## src/hdl/copro_config.svh

```systemverilog
// Coprocessor configuration: word and RAM sizes, prime modulus, message credits, RAM latency
`ifndef COPRO_CONFIG_SVH
`define COPRO_CONFIG_SVH

// Data word width
`define COPRO_WORD_BITS 16

// RAM depths in words
`define COPRO_DATA_DEPTH 256
`define COPRO_INST_DEPTH 64

// Prime modulus for the exponentiation engine
`define COPRO_MODULUS 65521

// Message credits granted at reset
`define COPRO_TX_CREDITS 4

// Cycles from address to read data on either RAM port
`define COPRO_RAM_READ_CYCLES 2

`endif

```

## src/hdl/copro_pkg.sv

```systemverilog
// Coprocessor shared types: words, addresses, instruction format and port structs
`include "copro_config.svh"

package copro_pkg;

  typedef logic [`COPRO_WORD_BITS-1:0] word_t;
  typedef logic [$clog2(`COPRO_DATA_DEPTH)-1:0] data_addr_t;
  typedef logic [$clog2(`COPRO_INST_DEPTH)-1:0] inst_addr_t;
  typedef logic [31:0] inst_word_t;

  // Also used as the sequencer state
  typedef enum logic [3:0] {
    NOOP_WAIT = 4'h0,
    MOD_EXP   = 4'h1,
    SEND_MSG  = 4'h2
  } opcode_t;

  // code in the top nibble, then a, b and reserved bits
  typedef struct packed {
    opcode_t    code;
    data_addr_t a;
    data_addr_t b;
    logic [11:0] rsvd;
  } inst_t;

  typedef struct packed {
    logic       we;
    logic       re;
    logic       sel_inst;
    data_addr_t addr;
    inst_word_t wdata;
  } usr_ram_req_t;

  typedef struct packed {
    logic       rvalid;
    inst_word_t rdata;
  } usr_ram_rsp_t;

  typedef struct packed {
    logic  valid;
    word_t base;
    word_t exponent;
  } exp_job_t;

  typedef struct packed {
    logic  valid;
    word_t value;
  } exp_result_t;

  typedef struct packed {
    logic  valid;
    word_t data;
  } tx_msg_t;

endpackage

```

## src/hdl/inst_sequencer.sv

```systemverilog
// Instruction sequencer: fetch, decode and step through MOD_EXP and SEND_MSG with credits
`timescale 1ns/1ns
`include "copro_config.svh"

module inst_sequencer (
  input  logic                   i_clk,
  input  logic                   i_rst,
  // Instruction RAM system port
  output copro_pkg::inst_addr_t  o_inst_addr,
  input  copro_pkg::inst_word_t  i_inst_rdata,
  // Data RAM system port
  output logic                   o_data_we,
  output copro_pkg::data_addr_t  o_data_addr,
  output copro_pkg::word_t       o_data_wdata,
  input  copro_pkg::word_t       i_data_rdata,
  // Engine
  output copro_pkg::exp_job_t    o_job,
  input  copro_pkg::exp_result_t i_result,
  // Message port
  output copro_pkg::tx_msg_t     o_tx,
  input  logic                   i_tx_credit
);

  localparam int RD       = `COPRO_RAM_READ_CYCLES;
  localparam int TXC_BITS = $clog2(`COPRO_TX_CREDITS + 1);
  localparam logic [2:0] STEP_FETCH = 3'd7;

  copro_pkg::opcode_t    inst_state;
  logic [2:0]            step;
  copro_pkg::inst_addr_t pc;
  copro_pkg::inst_t      curr_inst;
  logic [RD:0]           inst_read, data_read;

  logic                  data_we_q;
  copro_pkg::data_addr_t data_addr_q;
  copro_pkg::word_t      data_wdata_q;
  copro_pkg::exp_job_t   job_q;
  copro_pkg::tx_msg_t    tx_q;

  logic                  eng_credit;
  logic [TXC_BITS-1:0]   tx_credits;
  logic                  dispatch, job_fire, tx_fire;

  assign curr_inst = copro_pkg::inst_t'(i_inst_rdata);

  // Fetched word for pc is on the RAM output
  assign dispatch = inst_read[RD] && (inst_state == copro_pkg::NOOP_WAIT || step == STEP_FETCH);
  assign job_fire = (inst_state == copro_pkg::MOD_EXP) && (step == 3'd4) && eng_credit;
  assign tx_fire  = (inst_state == copro_pkg::SEND_MSG) && (step == 3'd2) && (tx_credits != '0);

  always_ff @(posedge i_clk) begin
    if (i_rst) begin
      inst_state  <= copro_pkg::NOOP_WAIT;
      step        <= '0;
      pc          <= '0;
      inst_read   <= '0;
      data_read   <= '0;
      data_we_q   <= 1'b0;
      job_q.valid <= 1'b0;
      tx_q.valid  <= 1'b0;
    end else begin
      inst_read   <= inst_read << 1;
      data_read   <= data_read << 1;
      data_we_q   <= 1'b0;
      job_q.valid <= 1'b0;
      tx_q.valid  <= 1'b0;

      if (dispatch) begin
        inst_read <= '0;
        step      <= '0;
        // Unknown or unwritten codes park the sequencer
        if (curr_inst.code == copro_pkg::MOD_EXP || curr_inst.code == copro_pkg::SEND_MSG)
          inst_state <= curr_inst.code;
        else
          inst_state <= copro_pkg::NOOP_WAIT;
      end else begin
        case (inst_state)
          copro_pkg::NOOP_WAIT: inst_read[0] <= 1'b1;
          copro_pkg::MOD_EXP: begin
            case (step)
              3'd0: begin
                data_addr_q  <= curr_inst.a;
                data_read[0] <= 1'b1;
                step         <= 3'd1;
              end
              3'd1: begin
                data_addr_q  <= curr_inst.a + copro_pkg::data_addr_t'(1);
                data_read[0] <= 1'b1;
                step         <= 3'd2;
              end
              3'd2: begin
                if (data_read[RD]) begin
                  job_q.base <= i_data_rdata;
                  step       <= 3'd3;
                end
              end
              3'd3: begin
                if (data_read[RD]) begin
                  job_q.exponent <= i_data_rdata;
                  step           <= 3'd4;
                end
              end
              3'd4: begin
                if (job_fire) begin
                  job_q.valid <= 1'b1;
                  step        <= 3'd5;
                end
              end
              3'd5: begin
                if (i_result.valid) begin
                  data_addr_q  <= curr_inst.b;
                  data_wdata_q <= i_result.value;
                  data_we_q    <= 1'b1;
                  pc           <= pc + copro_pkg::inst_addr_t'(1);
                  inst_read[0] <= 1'b1;
                  step         <= STEP_FETCH;
                end
              end
              default: ;
            endcase
          end
          copro_pkg::SEND_MSG: begin
            case (step)
              3'd0: begin
                data_addr_q  <= curr_inst.a;
                data_read[0] <= 1'b1;
                step         <= 3'd1;
              end
              3'd1: begin
                if (data_read[RD]) begin
                  tx_q.data <= i_data_rdata;
                  step      <= 3'd2;
                end
              end
              // Stalls here without a message credit
              3'd2: begin
                if (tx_fire) begin
                  tx_q.valid   <= 1'b1;
                  pc           <= pc + copro_pkg::inst_addr_t'(1);
                  inst_read[0] <= 1'b1;
                  step         <= STEP_FETCH;
                end
              end
              default: ;
            endcase
          end
          default: inst_state <= copro_pkg::NOOP_WAIT;
        endcase
      end
    end
  end

  // One engine credit, returned by the result pulse
  always_ff @(posedge i_clk) begin
    if (i_rst) eng_credit <= 1'b1;
    else if (job_fire) eng_credit <= 1'b0;
    else if (i_result.valid) eng_credit <= 1'b1;
  end

  always_ff @(posedge i_clk) begin
    if (i_rst) begin
      tx_credits <= TXC_BITS'(`COPRO_TX_CREDITS);
    end else begin
      case ({i_tx_credit, tx_fire})
        2'b10:   tx_credits <= tx_credits + 1'b1;
        2'b01:   tx_credits <= tx_credits - 1'b1;
        default: tx_credits <= tx_credits;
      endcase
    end
  end

  assign o_inst_addr  = pc;
  assign o_data_we    = data_we_q;
  assign o_data_addr  = data_addr_q;
  assign o_data_wdata = data_wdata_q;
  assign o_job        = job_q;
  assign o_tx         = tx_q;

endmodule

```

## config.mk

```make
export PLATFORM = sky130hd
export DESIGN_NAME = inst_sequencer
export DESIGN_NICKNAME = d
export VERILOG_FILES = /design/src/hdl/copro_pkg.sv /design/src/hdl/inst_sequencer.sv
export VERILOG_INCLUDE_DIRS = /design/src /design/src/hdl
export SDC_FILE = /design/constraint.sdc
export NUM_CORES = 1
export LEC_CHECK = 0
export ABC_AREA = 1
export BUFFER_PORTS_ARGS = -buffer_cell sky130_fd_sc_hd__buf_2
export CORE_UTILIZATION = 44
export DETAILED_ROUTE_END_ITERATION = 16
export PLACE_DENSITY = 0.79
export SLEW_MARGIN = 20
export SYNTH_ARGS = -nofsm -noshare
export SYNTH_HDL_FRONTEND = slang
export SYNTH_SLANG_ARGS = --single-unit
```

## constraint.sdc

```tcl
create_clock -name i_clk -period 2.4 [get_ports i_clk]
set_clock_uncertainty 0.05 [all_clocks]
set_input_delay 0.12 -clock i_clk [delete_from_list [all_inputs] [get_ports i_clk]]
set_output_delay 0.12 -clock i_clk [all_outputs]
set_load 0.03 [all_outputs]
```

==> metrics.md <==
| Metric | Value |
|---|---|
| Die H | `~95 um` |
| CTS Buf Count | `9` |
| Total global-route track usage | `18.3%` |
| Max Transition Viols Final | `0` |
| Leakage power | `0.00220 uW` |
| Post-synthesis register bit count | `approximately 100` |
| Syn avg cell area | `12.4 sq um` |
| Register area | `between 2000 and 3000 sq um` |
| TritonCTS clock tree | `yes` |
| CP arrival | `roughly 2400 ps` |
| Clock Tree Buf Depth | `2` |
| Netlist cell types | `31` |
| Final wirelength | `8250 um` |
| Vias/cell | `4.72` |
| Critical path class | `reg -> reg` |
| Worst-path maximum fanout | `8` |
| Initial antenna violation count | `0` |
| RSZ-0062 raised after global routing | `false` |
| Max IR drop VDD | `around 0.26 mV` |
| DR DRC count | `0` |
| Setup TNS | `0 ps` |
| WL per Instance | `between 10 and 15 um` |
| CP startpoint kind | `register` |
| Sequential cell area fraction in the yosys report | `between 70% and 80%` |
| Clock transition at path regs | `100 ps` |
| I/O pins | `149` |
| Area growth, synth to finish | `37.0%` |
| Final Cycle Share | `just over 90%` |
| Post-synth top area cell | `edfxtp_1` |
| First-pass GRT wire length | `between 10000 and 15000 um` |
| Fin. Hold Viols | `0` |
| Initial Util | `a little under half` |
| Die area | `roughly 9000 sq um` |
| Top-area cell type share of the netlist area | `between 50% and 60%` |
| Final Core Density | `63.0%` |
| Via count | `2869` |
| Fill cell count | `between 600 and 700` |
| Synthesized area | `between 3000 and 4000 sq um` |
| Worst Path Required | `roughly 2600 ps` |
| Crit. End Element | `register` |
| Mapped Cells | `a little over 300` |
| Endpoints failing setup | `0` |
| MaxCap Viol Count | `0` |
| Synth top area cells | `edfxtp_1, dfxtp_1, nand2_1, inv_1, nor2_1` |
| Core area | `about 8300 sq um` |
| Die width | `between 90 and 100 um` |
| Post-DRT Antenna Nets | `0` |
| Fraction of layout cells with a size suffix above 1 | `37.2%` |
| Worst min path class | `in -> reg` |
| Placer Congestion | `between 0.8 and 0.9` |
| Post-CTS setup buffer count | `0` |
| Outcome | `finished, final reports clean` |
| Overflow after GRT | `0` |
| Cts hold-fix bufs | `37` |
| Ant. Diodes | `0` |
| DRT Pass-1 Iters | `4` |
| Clock Latency Late Sink | `~360 ps` |
| H-tree depth | `3` |
| Row count | `33` |
| DP HPWL | `5870 um` |
| DRT iter0 DRCs | `61` |
| Multi-input combinational cell area | `976 sq um` |
| Final min period | `about 2200 ps` |
| Max Freq | `roughly 0.45 GHz` |
| Largest net degree at the start of global routing | `19` |
| Vias in the first global route | `approximately 2700` |
| Post-CTS sizing | `0` |
| CTS Root Cell | `clkbuf_8` |
| I/O Buffers | `around 140` |
| Ys Warns | `0` |
| CTS Sinks | `between 90 and 100` |
| Power per cell area | `around 570 nW/um^2` |
| Final Net Count | `approximately 570` |
## final cells by class
cell class                      count  share of cell area (%)
Sequential cell                    98                    51.3
Timing Repair Buffer              178                    20.8
Multi-Input combinational cell    168                    18.7
Inverter                           43                    3.14
Tap cell                          105                    2.51
Clock buffer                        9                    2.37
Clock inverter                      7                    1.13
## through the flow
| step | cells | hold WS [ps] | cell area [sq um] | setup WS [ps] | total power, uW |
|---|---|---|---|---|---|
| 2_1_floorplan | 309 | 139 | 3820 | 278 | 1900 |
| 3_5_place_dp | 555 | 249 | 4670 | 219 | 1970 |
| 3_3_place_gp | 555 | 247 | 4670 | 289 | 1960 |
| 6_report | 608 | 19.7 | 5230 | 190 | 2960 |
| 5_1_grt | 608 | 6.56 | 5230 | 27.2 | 3070 |
| 4_1_cts | 608 | 1.03 | 5230 | 202 | 2990 |
## placed cells by master (no fill, tap or decap), types with 2 or more instances in the layout
cell,netlist,final
nor2_4,7,7
o221ai_1,2,2
nand3_2,4,4
edfxtp_1,72,72
clkinv_4,0,2
a31o_2,2,2
o211ai_1,5,5
nor3_1,3,2
nor2_1,30,30
dlygate4sd3_1,0,37
clkbuf_8,0,9
ha_1,5,5
nand3b_1,2,2
inv_2,6,6
clkinv_1,1,2
nand2_4,4,4
nand2_1,44,44
a21oi_1,10,10
inv_6,0,3
dfxtp_1,26,26
conb_1,1,2
inv_1,35,35
o21ai_0,17,17
nand3_4,2,2
nand3_1,17,17
buf_2,0,136
nand4_1,4,4
buf_4,0,5
## synth_stat cells, drive strengths merged
master  number
edfxtp      72
nand2       49
inv         42
nor2        38
dfxtp       26
nand3       23
o21ai       18
a21oi       10
ha           5
o211ai       5
nand4        4
nor3         3
a31o         2
nand3b       2
o221ai       2
a21boi       1
a31oi        1
a41oi        1
clkinv       1
conb         1
fa           1
xnor2        1
## final timing paths
path	start	endpoint	slack, ps	depth (start not counted)
setup / recovery	step[2]$_SDFFE_PP0P_	tx_credits[2]$_SDFFE_PP1P_	190	12
hold / removal	i_inst_rdata[18]	o_data_addr[6]$_DFFE_PP_	20	3
setup reg to reg	step[2]$_SDFFE_PP0P_	tx_credits[2]$_SDFFE_PP1P_	190	12
hold reg to reg	data_read[0]$_SDFF_PP0_	data_read[1]$_SDFF_PP0_	360	2
## cell families after synthesis
| group | share of synthesized area, % |
|---|---|
| buffers and inverters | 4.30 |
| XOR/XNOR | 0.230 |
| flip-flops | 70.3 |
| adder cells (fa/ha/maj) | 2.17 |
| AO/OA/AOI/OAI | 6.37 |
| other | 0.0983 |
| AND/OR/NAND/NOR | 16.5 |
## layer usage
metal  vias to the layer above  global-route usage [%]  part of all wire, %
met5                         -                       0                    0
met1                      1313                    21.5                   41
li1                       1435                       -                    -
met2                       110                    31.9                   51
met4                         0                    6.31                  1.3
met3                        11                    5.18                  6.5
## power breakdown
part	internal [uW]	switching (uW)	leakage, uW
Combinational	87.1	66.2	0.00124
Clock	396	593	0.0000942
Sequential	1820	3.61	0.000858
Total	2300	663	0.00220
## registers in the layout (all words and copies together) (netlist names)
name / cells
tx_credits: 3
o_tx: 17
step: 3
inst_state: 4
inst_read: 3
o_job: 33
eng_credit: 1
o_data_addr: 8
o_data_we: 1
o_data_wdata: 16
o_inst_addr: 6
data_read: 3
## worst max-delay path, stage by stage, from the launching register on
cell,delay (ps)
dfxtp_1,390
inv_4,140
nand3_2,170
nor2_4,180
nand2_4,70
inv_1,60
ha_1,130
inv_1,70
fa_1,390
a21oi_1,140
o21ai_0,110
a21oi_1,120
o21ai_0,80
Power figures use the tool's default switching activity.
