`config.mk`:
```
export PLATFORM = sky130hd
export DESIGN_NAME = mod_exp_engine
export DESIGN_NICKNAME = d
export VERILOG_FILES = /design/src/hdl/copro_pkg.sv /design/src/hdl/mod_exp_engine.sv /design/src/hdl/mod_mult.sv
export VERILOG_INCLUDE_DIRS = /design/src /design/src/hdl
export SDC_FILE = /design/constraint.sdc
export NUM_CORES = 1
export LEC_CHECK = 0
export ABC_AREA = 1
export ABC_CLOCK_PERIOD_IN_PS = 6230
export BUFFER_PORTS_ARGS = -buffer_cell sky130_fd_sc_hd__buf_4
export CAP_MARGIN = 20
export CORE_UTILIZATION = 25
export DETAILED_ROUTE_END_ITERATION = 12
export PLACE_DENSITY_LB_ADDON = 0.25
export SLEW_MARGIN = 20
export SYNTH_ARGS = -nofsm -noshare
export SYNTH_HDL_FRONTEND = slang
export SYNTH_SLANG_ARGS = --single-unit
```
`constraint.sdc`:
```
create_clock -name i_clk -period 6.23 [get_ports i_clk]
set_input_delay 0.3115 -clock i_clk [delete_from_list [all_inputs] [get_ports i_clk]]
set_output_delay 0.3115 -clock i_clk [all_outputs]
set_load 0.1 [all_outputs]
```
`src/hdl/copro_config.svh`:
```
// Coprocessor configuration: word and RAM sizes, prime modulus, message credits, RAM latency
`ifndef COPRO_CONFIG_SVH
`define COPRO_CONFIG_SVH

// Data word width
`define COPRO_WORD_BITS 16

// RAM depths in words
`define COPRO_DATA_DEPTH 256
`define COPRO_INST_DEPTH 64

// Prime modulus for the exponentiation engine
`define COPRO_MODULUS 65521

// Message credits granted at reset
`define COPRO_TX_CREDITS 4

// Cycles from address to read data on either RAM port
`define COPRO_RAM_READ_CYCLES 2

`endif

```
`src/hdl/copro_pkg.sv`:
```
// Coprocessor shared types: words, addresses, instruction format and port structs
`include "copro_config.svh"

package copro_pkg;

  typedef logic [`COPRO_WORD_BITS-1:0] word_t;
  typedef logic [$clog2(`COPRO_DATA_DEPTH)-1:0] data_addr_t;
  typedef logic [$clog2(`COPRO_INST_DEPTH)-1:0] inst_addr_t;
  typedef logic [31:0] inst_word_t;

  // Also used as the sequencer state
  typedef enum logic [3:0] {
    NOOP_WAIT = 4'h0,
    MOD_EXP   = 4'h1,
    SEND_MSG  = 4'h2
  } opcode_t;

  // code in the top nibble, then a, b and reserved bits
  typedef struct packed {
    opcode_t    code;
    data_addr_t a;
    data_addr_t b;
    logic [11:0] rsvd;
  } inst_t;

  typedef struct packed {
    logic       we;
    logic       re;
    logic       sel_inst;
    data_addr_t addr;
    inst_word_t wdata;
  } usr_ram_req_t;

  typedef struct packed {
    logic       rvalid;
    inst_word_t rdata;
  } usr_ram_rsp_t;

  typedef struct packed {
    logic  valid;
    word_t base;
    word_t exponent;
  } exp_job_t;

  typedef struct packed {
    logic  valid;
    word_t value;
  } exp_result_t;

  typedef struct packed {
    logic  valid;
    word_t data;
  } tx_msg_t;

endpackage

```
`src/hdl/mod_exp_engine.sv`:
```
// Square-and-multiply modular exponentiation engine on a single shared multiplier
`timescale 1ns/1ns
`include "copro_config.svh"

module mod_exp_engine (
  input  logic                   i_clk,
  input  logic                   i_rst,
  input  copro_pkg::exp_job_t    i_job,
  output copro_pkg::exp_result_t o_result
);

  localparam int W  = `COPRO_WORD_BITS;
  localparam int CW = $clog2(W);
  localparam logic [W:0] MOD = (W + 1)'(`COPRO_MODULUS);

  typedef enum logic [1:0] {
    ENG_IDLE,
    ENG_SCAN,
    ENG_SQR,
    ENG_MUL
  } eng_state_t;

  eng_state_t             state;
  copro_pkg::word_t       base_r, exp_r;
  logic [CW-1:0]          cnt;
  logic [W:0]             base_ext;
  copro_pkg::exp_result_t result_q;

  logic             mm_start, mm_done;
  copro_pkg::word_t mm_a, mm_b, mm_prod;

  assign base_ext = {1'b0, i_job.base};

  // cnt holds the exponent bits still to process below the top of exp_r
  always_ff @(posedge i_clk) begin
    if (i_rst) begin
      state          <= ENG_IDLE;
      mm_start       <= 1'b0;
      result_q.valid <= 1'b0;
    end else begin
      mm_start       <= 1'b0;
      result_q.valid <= 1'b0;
      case (state)
        ENG_IDLE: begin
          if (i_job.valid) begin
            base_r <= (base_ext >= MOD) ? W'(base_ext - MOD) : i_job.base;
            exp_r  <= i_job.exponent;
            cnt    <= CW'(W - 1);
            if (i_job.exponent == '0) begin
              result_q.value <= W'(1);
              result_q.valid <= 1'b1;
            end else begin
              state <= ENG_SCAN;
            end
          end
        end
        // Skip leading zeros, the leading one loads the base
        ENG_SCAN: begin
          exp_r <= exp_r << 1;
          if (exp_r[W-1]) begin
            if (cnt == '0) begin
              result_q.value <= base_r;
              result_q.valid <= 1'b1;
              state          <= ENG_IDLE;
            end else begin
              mm_a     <= base_r;
              mm_b     <= base_r;
              mm_start <= 1'b1;
              state    <= ENG_SQR;
            end
          end else begin
            cnt <= cnt - 1'b1;
          end
        end
        ENG_SQR, ENG_MUL: begin
          if (mm_done) begin
            if (state == ENG_SQR && exp_r[W-1]) begin
              mm_a     <= mm_prod;
              mm_b     <= base_r;
              mm_start <= 1'b1;
              state    <= ENG_MUL;
            end else begin
              // Bit finished
              exp_r <= exp_r << 1;
              cnt   <= cnt - 1'b1;
              if (cnt == CW'(1)) begin
                result_q.value <= mm_prod;
                result_q.valid <= 1'b1;
                state          <= ENG_IDLE;
              end else begin
                mm_a     <= mm_prod;
                mm_b     <= mm_prod;
                mm_start <= 1'b1;
                state    <= ENG_SQR;
              end
            end
          end
        end
        default: state <= ENG_IDLE;
      endcase
    end
  end

  mod_mult mod_mult_i (
    .i_clk   (i_clk),
    .i_rst   (i_rst),
    .i_start (mm_start),
    .i_a     (mm_a),
    .i_b     (mm_b),
    .o_prod  (mm_prod),
    .o_done  (mm_done)
  );

  assign o_result = result_q;

endmodule

```
`src/hdl/mod_mult.sv`:
```
// Sequential modular multiplier, one bit of b per cycle, MSB first
`timescale 1ns/1ns
`include "copro_config.svh"

module mod_mult (
  input  logic             i_clk,
  input  logic             i_rst,
  input  logic             i_start,
  input  copro_pkg::word_t i_a,
  input  copro_pkg::word_t i_b,
  output copro_pkg::word_t o_prod,
  output logic             o_done
);

  localparam int W  = `COPRO_WORD_BITS;
  localparam int CW = $clog2(W + 1);
  localparam logic [W:0] MOD = (W + 1)'(`COPRO_MODULUS);

  copro_pkg::word_t a_q, b_q, acc_q;
  logic [CW-1:0]    bits_left;
  logic             busy;
  logic             done_q;
  logic [W:0]       a_ext;
  logic [W:0]       dbl, dbl_red, sum, sum_red;

  assign a_ext = {1'b0, i_a};

  // Double, reduce, add a on a one bit, reduce again
  always_comb begin
    dbl     = {acc_q, 1'b0};
    dbl_red = (dbl >= MOD) ? dbl - MOD : dbl;
    sum     = dbl_red + (b_q[W-1] ? {1'b0, a_q} : '0);
    sum_red = (sum >= MOD) ? sum - MOD : sum;
  end

  always_ff @(posedge i_clk) begin
    if (i_rst) begin
      busy      <= 1'b0;
      done_q    <= 1'b0;
      bits_left <= '0;
    end else begin
      done_q <= 1'b0;
      if (i_start && !busy) begin
        busy      <= 1'b1;
        bits_left <= CW'(W);
      end else if (busy) begin
        bits_left <= bits_left - 1'b1;
        // Last bit lands this edge
        if (bits_left == CW'(1)) begin
          busy   <= 1'b0;
          done_q <= 1'b1;
        end
      end
    end
  end

  always_ff @(posedge i_clk) begin
    if (i_start && !busy) begin
      // a must be below the modulus for the single-subtract steps
      a_q   <= (a_ext >= MOD) ? W'(a_ext - MOD) : i_a;
      b_q   <= i_b;
      acc_q <= '0;
    end else if (busy) begin
      acc_q <= sum_red[W-1:0];
      b_q   <= b_q << 1;
    end
  end

  assign o_prod = acc_q;
  assign o_done = done_q;

endmodule

```
==> impl_metrics.toml, run 1 <==
[timing]
finalCritPeriodShare_pct = 70.8
final_max_slew_viol_count = 0
postLayoutSetupSlackWorst_ns = 1.82
worst_slew_pin_slew_ns = 1.01
worst_setup_skew_after_layout_ns = 0.00845
timing.final.crit_period_ns = 4.41
grt_setup_unrepaired = "false"
timing_hold_violations_final = 0
fin_tns_setup_ns = 0
relSlewSlack_pct = 32.5
final-setup-viol-count = 0
fin_worst_hold_slack_ns = 0.134
max_freq_mhz = 227

[worst_setup_path]
worstPathMaxFanout = 16
worst_ep_arrival_time_ns = 4.78
critPathKind = "reg -> reg"
critical_path.max_stage_delay_ns = 0.39
timing.reg2reg.worst_path_depth = 30
crit_required_ns = 6.59
cpMostUsedCell = "nand2_1"
crit_path_end_kind = "flip-flop"
critical-path-slowest-cell = "dfxtp_1"
startpoint_type = "flip-flop"

[grt]
grt-busiest-layer = "met2"
grt_util_met1_pct = 18.0
groute.usage.overall_pct = 13.0
use_met3_pct = 2.03
grt.overflow.total = 0
met2_usage_pct = 20.1
antenna_found_initial = 0
grt_max_degree = 36
first_global_vias = 6497
grt_first_pass_wirelength_mm = 34.4

[finish]
num_antenna_cells = 0
drive_above_1_share_pct = 12.3
layout_commonest_cell = "nand2_1"
layout_common_cells = "nand2_1 (378), inv_1 (169), edfxtp_1 (116)"
design_area_mm2 = 0.00998
fin_cells = 1584
area_delta_synth_final_pct = 17.7
final.fill_count = 3596
design.final.nets = 1188
utilization_pct = 29.8

[placement]
place_ws_ns = 1.86
gpl.final_weighted_congestion = 0.902
placedInstanceArea_mm2 = 0.00938
detailedPlacementHpwl_mm = 16.3
placed_cells = 1552
port_buffers = 51

[cts]
cts_htree_levels = 4
clk_root_buffer_cell = "clkbuf_16"
cts.path.max_buffers = 2
cts.sinks = 143
cts_post_setup_buffers_inserted = 0
insertion_delay_ns = 0.42
post_cts.resized_instances = 0
post_cts_hold_buffer_count = 0
tritoncts = "yes"
clock_transition_at_path_regs_ns = 0.06
number_of_buffers_inserted_during_clock_tree_synthesis = 17

[outcome]
outcome = "complete, no violations"

[logic_synthesis]
synth-main-ff-cell = "edfxtp_1"
synth.cell_area_mm2 = 0.00847
synthesis.instances = 1070
synth_top_family_by_area = "simple AND/OR/NAND/NOR gates"
synth_area_leader_cell = "edfxtp_1"
synth_sequential_area_ratio_pct = 47.5
postSynthNetCount = 1135
syn_area_per_cell_um2 = 7.92
distinct_cell_type_count_of_the_synthesized_netlist = 42
synth_compound_gate_area_share_pct = 5.02
synth.area.mux_share_pct = 0.118
synth_async_sr_flop_share_pct = 0
synth_enable_flop_cells = 116
fraction_of_post_synthesis_cell_area_in_the_top_cell_type_by_area_pct = 41.1
post_synth_main_area_contributors = "edfxtp_1 (41%), nand2_1 (17%), inv_1 (7.5%), dfxtp_1 (6.4%), ha_1 (4.3%)"
synth_simple_gate_area_share_pct = 30.6
yosys.area_share.adder_pct = 4.52
synth_xor_area_share_pct = 3.20
yosys_warnings = 0
register_bit_count_reported_by_yosys = 143

[die]
core_area_mm2 = 0.0334
boundaryPins = 52
floorplan.die_area_mm2 = 0.0346
fp-row-count = 67
starting_density_pct = 25.3
die_y_um = 186
die-width_um = 186

[pwr]
clkPwrFrac_pct = 21.8
switching_power_mw = 2.05
power_density_mw_per_mm2 = 474
worst_ir_drop_vdd_mv = 0.195
seqPwrFrac_pct = 34.8
p_leak_nw = 4.58
combPwrFrac_pct = 43.5
swShare_pct = 43.4
design_power_total_mw = 4.73
internal-power_mw = 2.68

[worst_hold_path]
whs_path_depth = 2
worst_hold_path_type = "in -> reg"

[drt]
totalWireLength_mm = 21.2
final_antenna_net_count = 0
count_of_routing_violations_after_the_opening_detailed_route_iteration = 449
drt-vias-per-instance = 4.21
drt_pass1_iterations = 4
drc_errors = 0
post_drt_wl_per_cell_um = 13.4
via_count = 6668

[flow_run]
number_of_max_cap_violations = 0
[cell type report]
type | instances | area [um2] | share of cell area [%]
flip-flops and latches | 143 | 4030 | 40.3
multi-input cells | 725 | 3690 | 37.0
inverters | 178 | 668 | 6.70
well taps | 448 | 561 | 5.62
repair buffers | 58 | 435 | 4.36
clock buffers | 18 | 429 | 4.30
clock inverters | 14 | 166 | 1.67
[sequential cells by signal, indices dropped and copies added (netlist names)]
signal / count
mm_start: 1
base_r: 16
mod_mult_i.busy: 1
exp_r: 16
mod_mult_i.o_done: 1
o_result: 17
mod_mult_i.b_q: 16
cnt: 4
mod_mult_i.bits_left: 5
mod_mult_i.o_prod: 16
state: 2
mm_b: 16
mm_a: 16
mod_mult_i.a_q: 16
[path summary, 6_finish.rpt]
check	start	to	slack, ns
hold / removal	i_rst	mod_mult_i.busy$_SDFF_PP0_	0.13
hold reg to reg	mod_mult_i.bits_left[4]$_SDFFE_PP0P_	mod_mult_i.bits_left[4]$_SDFFE_PP0P_	0.46
setup reg to reg	mod_mult_i.o_prod[0]$_SDFFE_PP0P_	mod_mult_i.o_prod[13]$_SDFFE_PP0P_	1.82
setup / recovery	mod_mult_i.o_prod[0]$_SDFFE_PP0P_	mod_mult_i.o_prod[13]$_SDFFE_PP0P_	1.82
[logic make-up after synthesis]
group	count (synthesis)
compound gates	75
xor+xnor	31
fa+ha+maj	30
mux	1
buf+inv	202
flops	143
simple gates	588
[cell usage after synthesis (2+ instances only)]
| cell | n |
|---|---|
| nor3_1 | 15 |
| xor2_1 | 22 |
| nand2_1 | 378 |
| nor2_4 | 5 |
| a31oi_1 | 3 |
| nand3b_1 | 4 |
| nor2_1 | 74 |
| clkinv_1 | 2 |
| nand4_1 | 28 |
| xnor2_1 | 9 |
| or2_2 | 2 |
| edfxtp_1 | 116 |
| nand3_1 | 36 |
| a211oi_1 | 2 |
| nand3_2 | 4 |
| a21oi_1 | 13 |
| buf_2 | 4 |
| o21ai_0 | 33 |
| nor4_1 | 8 |
| and2_1 | 4 |
| o22ai_1 | 19 |
| clkbuf_1 | 19 |
| inv_2 | 7 |
| inv_1 | 169 |
| nor2_2 | 6 |
| nand3_4 | 3 |
| nand2_2 | 16 |
| ha_1 | 29 |
| dfxtp_1 | 27 |
[layer usage]
metal / vias to the layer above / share of wire [%]
li1: 3535 / -
met1: 2979 / 50
met2: 126 / 45
met3: 28 / 2.8
met4: 0 / 2.5
met5: - / 0
[critical path, delay by kind of cell, from the launching register on]
family                     cells  cell delay [ns]
xor gates and xnor gates       1             0.17
adders and majority gates      2             0.64
buffers and inverters          4             0.43
DFF                            1             0.39
and+or+nand+nor               23             2.72
[power groups by stage]
stage	combinational (mW)	sequential, mW	clock (mW)
2_1_floorplan	1.55	1.53	0
3_3_place_gp	2.09	1.66	0
3_5_place_dp	2.05	1.67	0
4_1_cts	2.07	1.65	1.05
5_1_grt	2.33	1.68	1.09
6_report	2.06	1.65	1.03
Power figures use the tool's default switching activity.
==> run 2, diff against run 1 <==
--- a/config.mk
+++ b/config.mk
@@ -7,7 +7,7 @@
 export NUM_CORES = 1
 export LEC_CHECK = 0
 export ABC_AREA = 1
-export ABC_CLOCK_PERIOD_IN_PS = 6230
+export ABC_CLOCK_PERIOD_IN_PS = 3600
 export BUFFER_PORTS_ARGS = -buffer_cell sky130_fd_sc_hd__buf_4
 export CAP_MARGIN = 20
 export CORE_UTILIZATION = 25
==> constraint.sdc (replaced) <==
create_clock -name i_clk -period 3.6 [get_ports i_clk]
set_input_delay 0.18 -clock i_clk [delete_from_list [all_inputs] [get_ports i_clk]]
set_output_delay 0.18 -clock i_clk [all_outputs]
set_load 0.1 [all_outputs]
==> run 2 against run 1 <==
Against the previous run:
- the flow now finishes with violations (setup timing)
- final area up 15%
- power up 110%
- maximum frequency up 22%
- global-route usage up 0.75 points
- core utilization up 4.6 points
- via count up 8.7%
- sequential share of layout area down 5.4 points
- setup slack worse by 1.8 ns
- critical path depth unchanged
- sequential cell count unchanged
- register-to-register slack worse by 1.8 ns
- critical path type unchanged
- largest cell class is now multi-input combinational cells
==> impl_metrics.toml, run 2 (same netlist as run 1, synthesis figures left out) <==
[grt]
grt_max_degree = 34
grt_first_pass_wirelength_mm = 36.8
grt.overflow.total = 0
first_global_vias = 7035
groute.usage.overall_pct = 13.8
antenna_found_initial = 0

[drt]
post_drt_wl_per_cell_um = 13.5
final_antenna_net_count = 0
drc_errors = 0
totalWireLength_mm = 22.8
via_count = 7250
count_of_routing_violations_after_the_opening_detailed_route_iteration = 401
drt-vias-per-instance = 4.28
drt_pass1_iterations = 5

[worst_hold_path]
whs_path_depth = 3
worst_hold_path_type = "in -> reg"

[pwr]
design_power_total_mw = 9.96
power_density_mw_per_mm2 = 864
worst_ir_drop_vdd_mv = 0.443
p_leak_nw = 5.31

[die]
floorplan.die_area_mm2 = 0.0346
core_area_mm2 = 0.0334
starting_density_pct = 25.3
boundaryPins = 52
die_y_um = 186
die-width_um = 186
fp-row-count = 67

[worst_setup_path]
worst_ep_arrival_time_ns = 3.93
cpMostUsedCell = "buf_4"
worstSetupPathDepth = 30
timing.critical_path.max_delay_family = "simple AND/OR/NAND/NOR gates"
timing.reg2reg.worst_path_depth = 30
crit_path_end_kind = "flip-flop"
critical-path-slowest-cell = "dfxtp_2"
critical_path.max_stage_delay_ns = 0.32
worstPathMaxFanout = 8
crit_required_ns = 3.91
timing.critical_path.buf_inv = 10
startpoint_type = "flip-flop"
critPathKind = "reg -> reg"

[cts]
tritoncts = "yes"
cts.sinks = 143
clk_root_buffer_cell = "clkbuf_16"
number_of_buffers_inserted_during_clock_tree_synthesis = 17
cts_htree_levels = 4
cts.path.max_buffers = 2
clock_transition_at_path_regs_ns = 0.06
insertion_delay_ns = 0.42

[flow_run]
number_of_max_cap_violations = 0

[timing]
fin_worst_hold_slack_ns = 0.0404
final-setup-viol-count = 11
timing.final.crit_period_ns = 3.62
finalCritPeriodShare_pct = 101
grt_setup_unrepaired = "true"
worst_setup_skew_after_layout_ns = 0.00955
timing_hold_violations_final = 0
worst_slew_pin_slew_ns = 0.782
postLayoutSetupSlackWorst_ns = -0.0216
final_max_slew_viol_count = 0
relSlewSlack_pct = 47.4
max_freq_mhz = 276

[placement]
gpl.final_weighted_congestion = 0.858
detailedPlacementHpwl_mm = 17.2
port_buffers = 51
placed_cells = 1639

[finish]
drive_above_1_share_pct = 28.4
num_antenna_cells = 0
layout_commonest_cell = "nand2_1"
max_ffs_per_register = 17
layout_common_cells = "nand2_1 (337), inv_1 (157), buf_4 (157)"
fin_cells = 1693
area_delta_synth_final_pct = 35.9
design.final.nets = 1297

[outcome]
outcome = "finished with violations"
failing_checks = "setup timing"
==> run 2: cell types whose count changed in the layout (fill, tap and decap cells not counted), moves of 8 or more <==
cell	change
nand3_1	-8
ha_4	+10
buf_4	+99
nand2_4	+13
nand2_1	-41
nor2_4	+11
nand2_2	+28
ha_1	-13
inv_2	+11
nor2_1	-9
inv_1	-12
==> run 2: report_power, final <==
group / internal, mW / switching (mW)
clock: 1.30 / 0.692
sequential: 2.44 / 0.192
combinational: 2.16 / 3.18
total: 5.89 / 4.06
==> run 2: layout make-up <==
| class | count | area (um2) |
|---|---|---|
| clock buffer | 17 | 425 |
| timing repair buffer | 166 | 1330 |
| fill | 3492 | 21900 |
| tap | 448 | 561 |
| sequential | 143 | 4030 |
| inverter | 178 | 671 |
| clock inverter | 15 | 240 |
| multi-input combinational | 726 | 4260 |
==> run 2: through the flow <==
stage	worst slack, ns	TNS (ns)	utilization (%)	instance area [um2]
floorplan	0.0821	0	-	8470
global placement	-0.285	-3.96	30.1	10100
detailed placement	-0.308	-4.42	30.1	10100
CTS	-0.0294	-0.151	33.3	11100
global route	-0.286	-3.59	34.4	11500
finish	-0.0216	-0.127	34.4	11500
==> run 2: what timing repair did <==
| item | in CTS | in global routing |
|---|---|---|
| pin swaps | 50 | 46 |
| resized for setup | 69 | 76 |
| endpoints found under the setup margin | 16 | 16 |
| cloned | 2 | 1 |
| setup buffers | 9 | 9 |
| hold endpoints to repair | 4 | 0 |
| hold buffers | 1 | 0 |
==> run 2: final timing paths <==
kind	start	endpoint	slack (ns)
worst max-delay path	mod_mult_i.o_prod[0]$_SDFFE_PP0P_	mod_mult_i.o_prod[4]$_SDFFE_PP0P_	-0.02
worst min-delay path	i_job[4]	exp_r[4]$_DFFE_PP_	0.04
worst max register to register	mod_mult_i.o_prod[0]$_SDFFE_PP0P_	mod_mult_i.o_prod[4]$_SDFFE_PP0P_	-0.02
worst min register to register	mod_mult_i.bits_left[4]$_SDFFE_PP0P_	mod_mult_i.bits_left[4]$_SDFFE_PP0P_	0.47
==> run 2: tightest hold or removal path, stage by stage <==
cell and delay [ns]:
buf_4 0.08, nand2_1 0.04, nand2_1 0.05
==> run 2: routing by layer <==
layer  wire length (um)  global-route usage [%]  vias up  part of all wire (%)
li1                   -                       -     3763                     -
met1              11100                    18.7     3325                    49
met2              10600                    22.1      133                    47
met3                683                    2.02       29                   3.0
met4                444                    4.82        0                   1.9
met5                  0                       0        -                     0
